**src/design/fetch_pkg.sv**
```systemverilog
`default_nettype none

package fetch_pkg;

    // datapath width, address and data alike
    localparam int xlen       = 64;
    localparam int word_bytes = xlen / 8;   // byte step between words
    localparam int id_w       = 4;          // axi id width

    // fixed AR fields for single-beat fetch reads
    localparam logic [2:0] axi_size_full  = 3'd3;    // 8 bytes per beat
    localparam logic [1:0] axi_burst_incr = 2'b01;
    localparam logic [7:0] axi_len_single = 8'd0;    // one beat only

    // unprivileged | secure | data access, all encode as zero
    localparam logic [2:0] axi_prot_default  = 3'b000;
    localparam logic [3:0] axi_cache_default = 4'b0010;  // normal, non-cacheable, non-bufferable
    localparam logic [id_w-1:0] axi_id_fetch = '0;       // single fixed id

    localparam logic [1:0] axi_resp_okay   = 2'b00;
    localparam logic [1:0] axi_resp_slverr = 2'b10;

    // read address channel, 89 bits
    typedef struct packed {
        logic            valid;
        logic [xlen-1:0] addr;
        logic [7:0]      len;
        logic [2:0]      size;
        logic [1:0]      burst;
        logic [2:0]      prot;
        logic [3:0]      cache;
        logic [id_w-1:0] id;
    } axi_ar_t;

    // read data channel
    typedef struct packed {
        logic            valid;
        logic [xlen-1:0] data;
        logic [1:0]      resp;
        logic            last;
    } axi_r_t;

    // master to fetch stage result
    typedef struct packed {
        logic            done;   // one cycle per served request
        logic [xlen-1:0] addr;   // latched request address
        logic [xlen-1:0] data;
        logic            err;    // bus error on this word
    } fetch_rsp_t;

    // gray order from idle through trans_ok
    typedef enum logic [1:0] {
        idle     = 2'b00,
        ar_wait  = 2'b01,
        r_wait   = 2'b11,
        trans_ok = 2'b10
    } r_state_e;

endpackage

`default_nettype wire

```
**src/design/fetch_pc.sv**
```systemverilog
`timescale 1ns/1ns
`default_nettype none

module fetch_pc #(
    parameter logic [fetch_pkg::xlen-1:0] reset_pc = '0
) (
    input  wire                             clock_i,
    input  wire                             reset_i,
    input  wire                             redirect_i,      // one-cycle pulse
    input  wire  [fetch_pkg::xlen-1:0]      redirect_pc_i,
    input  wire  fetch_pkg::fetch_rsp_t     rsp_i,
    output logic                            rw_valid_o,
    output logic [fetch_pkg::xlen-1:0]      rw_addr_o,
    output logic                            instr_valid_o,
    output logic [fetch_pkg::xlen-1:0]      instr_o,
    output logic [fetch_pkg::xlen-1:0]      instr_pc_o,
    output logic                            instr_err_o
);

    logic [fetch_pkg::xlen-1:0] pc_q;       // current fetch address
    logic                       req_q;      // request level, up once out of reset
    logic                       squash_q;   // next done belongs to a pre-redirect read
    logic                       addr_hit;
    logic                       stale_err;
    logic                       deliver;

    // response is for the address we want now
    assign addr_hit  = rsp_i.done && (rsp_i.addr == pc_q);
    // error word left over from a squashed fetch, wait for the repeat
    assign stale_err = rsp_i.err && squash_q;
    assign deliver   = addr_hit && !stale_err && !redirect_i;

    always_ff @(posedge clock_i or negedge reset_i) begin
        if (!reset_i) begin
            pc_q     <= reset_pc;
            req_q    <= 1'b0;
            squash_q <= 1'b0;
        end else begin
            req_q <= 1'b1;                                     // always fetching
            if (redirect_i) begin
                pc_q <= redirect_pc_i;                         // retarget, drop this cycle
            end else if (deliver) begin
                pc_q <= pc_q + fetch_pkg::word_bytes;          // next sequential word
            end
            // a redirect with no done pending leaves a read in flight
            if (redirect_i && !rsp_i.done) begin
                squash_q <= 1'b1;
            end else if (rsp_i.done) begin
                squash_q <= 1'b0;
            end
        end
    end

    assign rw_valid_o    = req_q;
    assign rw_addr_o     = pc_q;

    // result straight off the master response, qualified here
    assign instr_valid_o = deliver;
    assign instr_o       = rsp_i.data;
    assign instr_pc_o    = rsp_i.addr;
    assign instr_err_o   = rsp_i.err;

endmodule

`default_nettype wire

```
**src/design/axi_read_master.sv**
```systemverilog
`timescale 1ns/1ns
`default_nettype none

module axi_read_master (
    input  wire                             clock_i,
    input  wire                             reset_i,

    // fetch side, plain levels
    input  wire                             rw_valid_i,
    input  wire  [fetch_pkg::xlen-1:0]      rw_addr_i,
    output fetch_pkg::fetch_rsp_t           rsp_o,

    // axi read channels
    output fetch_pkg::axi_ar_t              ar_o,
    input  wire                             ar_ready_i,
    input  wire  fetch_pkg::axi_r_t         r_i,
    output logic                            r_ready_o
);

    fetch_pkg::r_state_e        state_q;
    fetch_pkg::r_state_e        state_d;
    logic [fetch_pkg::xlen-1:0] addr_q;     // address held for the AR payload
    logic [fetch_pkg::xlen-1:0] data_q;     // last word, reused on repeat
    logic                       err_q;
    logic                       done_q;
    logic                       ar_valid;
    logic                       r_ready;
    logic                       same_addr;
    logic                       r_fire;

    // same word asked again while we still hold it
    assign same_addr = rw_valid_i && (rw_addr_i == addr_q);
    assign r_fire    = r_ready && r_i.valid;

    always_ff @(posedge clock_i or negedge reset_i) begin
        if (!reset_i) begin
            state_q <= fetch_pkg::idle;
        end else begin
            state_q <= state_d;
        end
    end

    // next state
    always_comb begin
        state_d = state_q;
        case (state_q)
            fetch_pkg::idle: begin
                if (rw_valid_i) state_d = fetch_pkg::ar_wait;
            end
            fetch_pkg::ar_wait: begin
                if (ar_ready_i) state_d = fetch_pkg::r_wait;   // AR handshake
            end
            fetch_pkg::r_wait: begin
                if (r_i.valid) state_d = fetch_pkg::trans_ok;  // R handshake
            end
            fetch_pkg::trans_ok: begin
                if (!rw_valid_i) begin
                    state_d = fetch_pkg::idle;
                end else if (!same_addr) begin
                    state_d = fetch_pkg::ar_wait;              // new address, go to bus
                end
            end
            default: state_d = fetch_pkg::idle;
        endcase
    end

    // channel strobes decoded from state
    always_comb begin
        ar_valid = 1'b0;
        r_ready  = 1'b0;
        case (state_q)
            fetch_pkg::ar_wait: ar_valid = 1'b1;
            fetch_pkg::r_wait:  r_ready  = 1'b1;
            default: begin
                ar_valid = 1'b0;
                r_ready  = 1'b0;
            end
        endcase
    end

    // latch on entry to ar_wait so the AR payload holds until ready
    always_ff @(posedge clock_i) begin
        if ((state_d == fetch_pkg::ar_wait) && (state_q != fetch_pkg::ar_wait)) begin
            addr_q <= rw_addr_i;
        end
        if (r_fire) begin
            data_q <= r_i.data;
            err_q  <= (r_i.resp != fetch_pkg::axi_resp_okay) || !r_i.last;
        end
    end

    // done one cycle after R handshake, or after a repeat hit
    always_ff @(posedge clock_i or negedge reset_i) begin
        if (!reset_i) begin
            done_q <= 1'b0;
        end else begin
            done_q <= r_fire
                   || ((state_q == fetch_pkg::trans_ok) && same_addr && !done_q);
        end
    end

    assign rsp_o.done = done_q;
    assign rsp_o.addr = addr_q;
    assign rsp_o.data = data_q;
    assign rsp_o.err  = err_q;

    // single beat incr read, fixed attributes
    assign ar_o.valid = ar_valid;
    assign ar_o.addr  = addr_q;
    assign ar_o.len   = fetch_pkg::axi_len_single;
    assign ar_o.size  = fetch_pkg::axi_size_full;
    assign ar_o.burst = fetch_pkg::axi_burst_incr;
    assign ar_o.prot  = fetch_pkg::axi_prot_default;
    assign ar_o.cache = fetch_pkg::axi_cache_default;
    assign ar_o.id    = fetch_pkg::axi_id_fetch;

    assign r_ready_o  = r_ready;

endmodule

`default_nettype wire

```
**src/design/axi_sram_slave.sv**
```systemverilog
`timescale 1ns/1ns
`default_nettype none

module axi_sram_slave #(
    parameter int  mem_words = 64,
    localparam int idx_w     = $clog2(mem_words)
) (
    input  wire                             clock_i,
    input  wire                             reset_i,

    // load port, one word per cycle
    input  wire                             load_en_i,
    input  wire  [idx_w-1:0]                load_addr_i,    // word index
    input  wire  [fetch_pkg::xlen-1:0]      load_data_i,

    // axi read side
    input  wire  fetch_pkg::axi_ar_t        ar_i,
    output logic                            ar_ready_o,
    output fetch_pkg::axi_r_t               r_o,
    input  wire                             r_ready_i
);

    localparam int off_w  = $clog2(fetch_pkg::word_bytes);  // byte offset bits
    localparam int word_w = fetch_pkg::xlen - off_w;

    typedef enum logic [1:0] {
        sl_addr,    // waiting to accept AR
        sl_wait,    // delay before R valid
        sl_data     // R valid up, waiting for ready
    } sl_state_e;

    sl_state_e                  state_q;
    logic [fetch_pkg::xlen-1:0] mem [mem_words];
    logic [15:0]                lfsr_q;
    logic [1:0]                 cnt_q;       // remaining wait cycles
    logic [fetch_pkg::xlen-1:0] rdata_q;
    logic [1:0]                 rresp_q;
    logic [word_w-1:0]          ar_word;
    logic                       ar_oor;
    logic                       ar_fire;
    logic                       r_fire;

    assign ar_word = ar_i.addr[fetch_pkg::xlen-1:off_w];
    assign ar_oor  = ar_word >= word_w'(mem_words);       // past the array
    assign ar_fire = ar_i.valid && ar_ready_o;
    assign r_fire  = r_o.valid && r_ready_i;

    // ready only once the random wait ran out
    assign ar_ready_o = (state_q == sl_addr) && ar_i.valid && (cnt_q == 2'd0);

    // x^16 + x^14 + x^13 + x^11
    always_ff @(posedge clock_i or negedge reset_i) begin
        if (!reset_i) begin
            lfsr_q <= 16'hace1;
        end else begin
            lfsr_q <= {lfsr_q[14:0], lfsr_q[15] ^ lfsr_q[13] ^ lfsr_q[12] ^ lfsr_q[10]};
        end
    end

    always_ff @(posedge clock_i) begin
        if (load_en_i) begin
            mem[load_addr_i] <= load_data_i;
        end
        // word sampled at the AR handshake
        if (ar_fire) begin
            rdata_q <= ar_oor ? '0 : mem[ar_word[idx_w-1:0]];
            rresp_q <= ar_oor ? fetch_pkg::axi_resp_slverr : fetch_pkg::axi_resp_okay;
        end
    end

    always_ff @(posedge clock_i or negedge reset_i) begin
        if (!reset_i) begin
            state_q <= sl_addr;
            cnt_q   <= 2'd0;
        end else begin
            case (state_q)
                sl_addr: begin
                    if (ar_fire) begin
                        if (lfsr_q[1:0] == 2'd0) begin
                            state_q <= sl_data;        // no wait, valid next cycle
                        end else begin
                            state_q <= sl_wait;
                            cnt_q   <= lfsr_q[1:0] - 2'd1;
                        end
                    end else if (ar_i.valid && (cnt_q != 2'd0)) begin
                        cnt_q <= cnt_q - 2'd1;         // count only while asked
                    end
                end
                sl_wait: begin
                    if (cnt_q == 2'd0) begin
                        state_q <= sl_data;
                    end else begin
                        cnt_q <= cnt_q - 2'd1;
                    end
                end
                sl_data: begin
                    if (r_fire) begin
                        state_q <= sl_addr;
                        cnt_q   <= lfsr_q[3:2];        // wait before next ar_ready
                    end
                end
                default: state_q <= sl_addr;
            endcase
        end
    end

    assign r_o.valid = (state_q == sl_data);
    assign r_o.data  = rdata_q;
    assign r_o.resp  = rresp_q;
    assign r_o.last  = 1'b1;                           // single beat

endmodule

`default_nettype wire

```
**src/design/fetch_top.sv**
```systemverilog
`timescale 1ns/1ns
`default_nettype none

module fetch_top #(
    parameter logic [fetch_pkg::xlen-1:0] reset_pc  = '0,
    parameter int                         mem_words = 64,
    localparam int                        idx_w     = $clog2(mem_words)
) (
    input  wire                             clock,
    input  wire                             reset,
    input  wire                             load_en_i,
    input  wire  [idx_w-1:0]                load_addr_i,
    input  wire  [fetch_pkg::xlen-1:0]      load_data_i,
    input  wire                             redirect_i,
    input  wire  [fetch_pkg::xlen-1:0]      redirect_pc_i,
    output logic                            instr_valid_o,
    output logic [fetch_pkg::xlen-1:0]      instr_o,
    output logic [fetch_pkg::xlen-1:0]      instr_pc_o,
    output logic                            instr_err_o
);

    logic                       rw_valid;
    logic [fetch_pkg::xlen-1:0] rw_addr;
    fetch_pkg::fetch_rsp_t      rsp;       // master result back to pc stage
    fetch_pkg::axi_ar_t         ar;
    logic                       ar_ready;
    fetch_pkg::axi_r_t          r;
    logic                       r_ready;

    fetch_pc #(
        .reset_pc      (reset_pc)
    ) pc_i (
        .clock_i       (clock),
        .reset_i       (reset),
        .redirect_i    (redirect_i),
        .redirect_pc_i (redirect_pc_i),
        .rsp_i         (rsp),
        .rw_valid_o    (rw_valid),
        .rw_addr_o     (rw_addr),
        .instr_valid_o (instr_valid_o),
        .instr_o       (instr_o),
        .instr_pc_o    (instr_pc_o),
        .instr_err_o   (instr_err_o)
    );

    axi_read_master master_i (
        .clock_i       (clock),
        .reset_i       (reset),
        .rw_valid_i    (rw_valid),
        .rw_addr_i     (rw_addr),
        .rsp_o         (rsp),
        .ar_o          (ar),
        .ar_ready_i    (ar_ready),
        .r_i           (r),
        .r_ready_o     (r_ready)
    );

    axi_sram_slave #(
        .mem_words     (mem_words)
    ) sram_i (
        .clock_i       (clock),
        .reset_i       (reset),
        .load_en_i     (load_en_i),
        .load_addr_i   (load_addr_i),
        .load_data_i   (load_data_i),
        .ar_i          (ar),
        .ar_ready_o    (ar_ready),
        .r_o           (r),
        .r_ready_i     (r_ready)
    );

endmodule

`default_nettype wire

```
**config.mk**
```make
export PLATFORM = sky130hd
export DESIGN_NAME = fetch_top
export DESIGN_NICKNAME = d
export VERILOG_FILES = /design/src/design/fetch_pkg.sv /design/src/design/fetch_pc.sv /design/src/design/axi_read_master.sv /design/src/design/axi_sram_slave.sv /design/src/design/fetch_top.sv
export SDC_FILE = /design/constraint.sdc
export NUM_CORES = 2
export LEC_CHECK = 0
export BUFFER_PORTS_ARGS = -buffer_cell sky130_fd_sc_hd__buf_2
export CAP_MARGIN = 20
export CELL_PAD_IN_SITES_DETAIL_PLACEMENT = 2
export CELL_PAD_IN_SITES_GLOBAL_PLACEMENT = 2
export CORE_UTILIZATION = 44
export DETAILED_ROUTE_END_ITERATION = 8
export GPL_ROUTABILITY_DRIVEN = 0
export GPL_TIMING_DRIVEN = 0
export PLACE_DENSITY_LB_ADDON = 0.1
export REMOVE_ABC_BUFFERS = 1
export SKIP_CTS_REPAIR_TIMING = 1
export SYNTH_ARGS = -nofsm -noshare
export SYNTH_HDL_FRONTEND = slang
export SYNTH_HIERARCHICAL = 1
export SYNTH_SLANG_ARGS = --single-unit
export TNS_END_PERCENT = 50
```
**constraint.sdc**
```tcl
create_clock -name clock -period 6 [get_ports clock]
set_clock_uncertainty 0.2 [all_clocks]
set_input_delay 0.3 -clock clock [delete_from_list [all_inputs] [get_ports clock]]
set_output_delay 0.3 -clock clock [all_outputs]
set_load 0.01 [all_outputs]
```
## Yosys cells after proc, flatten, opt, wreduce, memory -nomap -nowiden

Memory sizes are Yosys's and may differ from the RTL's. A register that Yosys moved wholly into a read port is not among the register bits.
Index checks and enable logic that the tools add are counted.

| cells by class | value |
|---|---|
| bitwise gates (word level) | 3 |
| reductions and logical operators | 29 |
| multiplexer cells | 26 |
| equality and inequality tests | 15 |
| add/sub/neg operators | 3 |
| magnitude comparators | 1 |

Operators with widths:

| cell | number |
|---|---|
| $eq 64x64->1 | 2 |
| $mux 64 | 2 |
| $add 64x4->64 const B | 1 |
| $ge 61x7->1 const B | 1 |
| $mux 2 | 15 |
| $logic_and 1x1->1 | 14 |
| $pmux 2 s3 | 2 |
| $logic_not 2->1 | 4 |
| $pmux 2 s4 | 1 |
| $reduce_bool 2->1 | 4 |
| $eq 2x1->1 const B | 3 |
| $eq 2x2->1 const B | 3 |
| $mux 1 | 6 |
| $ne 2x1->1 const B | 3 |
| $reduce_and 5->1 | 1 |
| $ne 2x2->1 const B | 2 |
| $sub 2x1->2 const B | 2 |
| $logic_not 1->1 | 3 |
| $ne 3x2->1 const B | 1 |
| $ne 3x3->1 const B | 1 |
| $reduce_and 3->1 | 1 |
| $reduce_bool 3->1 | 1 |
| $xor 1x1->1 | 3 |
| $logic_or 1x1->1 | 1 |

| word-level totals | value |
|---|---|
| memories | 1 |
| flip-flop bits (word level) | 220 |
| bits of input ports | 138 |
| bits in writable memories | 4096 |

Memories:

| memory | words | width | read ports | clocked after Yosys merged registers in | write ports | RTL line | source |
|---|---|---|---|---|---|---|---|
| sram_i.mem | 64 | 64 | 1 | 1 | 1 | axi_sram_slave.sv:33 | `logic [fetch_pkg::xlen-1:0] mem [mem_words];` |

## Longest topological paths before layout

| logic depth | value |
|---|---|
| depth in word-level cells | 8 |
| depth in mapped cells | 10 |
| mapped depth without buffers | 7 |

## Modules after synthesis

The synthesis kept the hierarchy.

Modules (own cells, without submodules):

| module | area each (um^2) | times used | cells each |
|---|---|---|---|
| axi_sram_slave | 160844.3 | 1 | 8661 |
| fetch_pc | 6147.1 | 1 | 772 |
| axi_read_master | 5422.7 | 1 | 327 |

## Least setup slack after synthesis

OpenSTA, ideal clock, no wires.

| timing | value |
|---|---|
| kind | input to register |
| from | in load_addr_i[5] |
| to | mem sram_i/mem[48][0] in the netlist's numbering (enable) |
| buffers on the path | 1 |
| library setup time | 0.565 ns |
| data arrival time | 5.321 ns |
| required time | 5.235 ns |
| cell stages on the path | 4 |
| slack | -0.086 ns |
| cells stage by stage | clkbuf_1 nand3_1 or3_1 nor3_1 |

RTL lines:

| what | RTL line | source |
|---|---|---|
| start: declaration | fetch_top.sv:12 | `input wire [idx_w-1:0] load_addr_i,` |
| end: declaration | axi_sram_slave.sv:33 |  |

No word-level cell before the write port.

## Worst setup path after layout

| timing | value |
|---|---|
| from | reg master_i/addr_q[3] in the netlist's numbering |
| to | reg sram_i/rdata_q[22] in the netlist's numbering, read port of sram_i.mem (data pin) |

| on the way | value |
|---|---|
| longest elaborated chain between the ends | 1 |

Ends and longest elaborated chain:

| what | RTL line | source |
|---|---|---|
| start: declaration | axi_read_master.sv:22 | `logic [fetch_pkg::xlen-1:0] addr_q;` |
| start signal: assignment | axi_read_master.sv:84 | `addr_q <= rw_addr_i;` |
| $ge 61x7->1 | axi_sram_slave.sv:44 | `assign ar_oor = ar_word >= word_w'(mem_words);` |
| end: declaration | axi_sram_slave.sv:36 | `logic [fetch_pkg::xlen-1:0] rdata_q;` |

Several ways; a longest one is shown, not always the timed one.
A chain may end at the register's enable or synchronous reset.

==> run summary <==
Status - finished with violations
Failing checks - DRC, hold timing
Min Hold Slack - -0.00940 ns
H-tree Lvls - 5
Worst r2r dst - sram_i/rdata_q[22]$_SDFFCE_PP0P_
Critical path origin - master_i/addr_q[3]$_DFFE_PP_
Req. time, crit path - 6.55 ns
Longest Clk Path Bufs - 4
Worst-margin pin slew - 1.17 ns
R2R depth - 22
Startpoint types - flip-flop
Worst Setup EP - sram_i/rdata_q[22]$_SDFFCE_PP0P_
Yosys warns - 6
RSZ-0062 raised after global routing - false
Setup WS post-layout - 0.462 ns
Fin. max-slew vios - 0
DR WL/cell - 42.5 um
Min Clock Period, post-route - 5.54 ns
First-pass GRT wire length - 926000 um
WP data arrival - 6.08 ns
Hold crit path type - primary input to flip-flop
Final hold vios - 1
Pre-CTS setup slack - 0.633 ns
Antenna viol nets, final - 0
Final TNS setup - 0 ns
Worst Setup Path Type - flip-flop to flip-flop
Vias per std cell - 6.51
CTS Sinks - 4379
Row cnt - 229
Most frequent cells in the layout - edfxtp_1, mux2i_1, a22oi_1
Cell Area, Synth - 172000 um2
Drc violations - 74
Worst reg2reg path startpoint - master_i/addr_q[3]$_DFFE_PP_
TritonCTS Buffers - 466
Final Cycle Share - 92.3%
Root buf cell - clkbuf_16
CORE AREA - 389000 um2
Post-detail-place hpwl - 421000 um
DR iter-0 viols - 11532
Slew headroom - 21.9%
Chip width - 628 um
Vias in the first global route - 110299
CTS tree - done
Die H - 628 um
Max-cap violations - 0
Fmax - 0.181 GHz
Fraction of layout cells with a size suffix above 1 - 14.9%
CP max FO - 17
Routed wire length - 687000 um
R2R setup slack - 0.46 ns
Fin nets - 10707
Mean area per synthesized cell - 17.7 um2
PortBufs - 267
Most common cell after layout, fill and taps aside - edfxtp_1
Effective utilization at floorplan - 44.2%
Gr ovfl total - 0
Area growth syn-to-layout - 20.5%
Largest net degree at the start of global routing - 65
Pwr Density - 351 nW/um2
VDD IR-drop max - 0.259 mV
Initial antenna violation count - 20
Die ar. - 394000 um2
Worst setup EP type - flip-flop
Mapped Cells - 9734
Clock-pin slew on the worst setup and hold paths - 0.06 ns
Router iterations before antenna repair - 9
Global Route Usage Sum - 33.9%
Vias - 105120
# IOs - 268
FILL cells - 33465
Pleak - 0.0712 uW
Setup violations, final - 0
Worst-Skew Late Latency - 1.04 ns
-- metrics by stage --
step                      power [uW]  hold slack, ns  area [um2]  cells  util [%]
after CTS                      72900          -0.910      205000  15897      52.6
after floorplan                43800          -0.196      168000   8960         -
after global routing           74300        0.000732      208000  16144      53.3
after detailed placement       44000           0.137      190000  15048      48.9
after global placement         46500           0.137      176000  14424      45.2
final                          72800        -0.00940      208000  16145      53.3
-- flip-flops by register name, summed over array words and instances (netlist names) --
name and count:
master_i/addr_q 64, master_i/data_q 64, master_i/done_q 1, master_i/err_q 1, master_i/state_q 2, pc_i/rw_addr_o 64, pc_i/rw_valid_o 1, pc_i/squash_q 1
sram_i/cnt_q 2, sram_i/lfsr_q 16, sram_i/mem 4096, sram_i/rdata_q 64, sram_i/rresp_q 1, sram_i/state_q 2
-- worst max-delay path, stage by stage (launching register included) --
cell and delay [ns]:
edfxtp_1 0.82, buf_16 0.24, buf_16 0.19, buf_8 0.20
buf_8 0.20, buf_16 0.19, buf_16 0.20, buf_16 0.18
buf_16 0.18, buf_16 0.19, buf_16 0.20, buf_16 0.18
buf_16 0.18, buf_16 0.19, buf_16 0.18, buf_16 0.19
buf_16 0.20, buf_16 0.17, mux2i_1 0.25, a22oi_1 0.13
nand3_1 0.10, nand4_1 0.11, a22o_1 0.20
-- power by group --
group	switching, uW	total (uW)	internal [uW]
clock	12900	28900	16000
sequential	479	34700	34300
combinational	5630	9140	3510
-- cell type report --
cell class / count / area (um2) / share of cell area, %
Clock buffer: 598 / 12300 / 5.92
Sequential cell: 4379 / 131000 / 63.2
Clock inverter: 251 / 2270 / 1.10
Antenna cell: 5 / 12.5 / 0.00603
Multi-Input combinational cell: 4553 / 37600 / 18.1
Tap cell: 5197 / 6500 / 3.13
Timing Repair Buffer: 1134 / 17700 / 8.51
Inverter: 28 / 113 / 0.0543
-- routing by layer --
| metal | part of all wire (%) | routed length [um] | global-route usage, % |
|---|---|---|---|
| met1 | 38 | 261000 | 42.6 |
| met2 | 50 | 343000 | 58.3 |
| met3 | 6.7 | 45700 | 4.81 |
| met4 | 5.3 | 36400 | 15.3 |
| met5 | 0.0087 | 60 | 0 |
-- how the worst min path moves through the flow --
stage / startpoint / endpoint / slack (ns) / cells past startpoint
after floorplan: reset / master_i/done_q$_DFF_PN0_ / -0.20 / 0
final: redirect_pc_i[5] / pc_i/rw_addr_o[5]$_DFFE_PN0P_ / -0.009 / 4
after global placement: sram_i/lfsr_q[8]$_DFF_PN0_ / sram_i/lfsr_q[9]$_DFF_PN0_ / 0.14 / 0
after global routing: load_addr_i[0] / sram_i/mem[55][37]$_DFFE_PP_ / 0.0007 / 3
after CTS: reset / pc_i/rw_addr_o[31]$_DFFE_PN0P_ / -0.91 / 1
after detailed placement: sram_i/lfsr_q[8]$_DFF_PN0_ / sram_i/lfsr_q[9]$_DFF_PN0_ / 0.14 / 0
No activity file was read; power rests on OpenSTA's default activity.
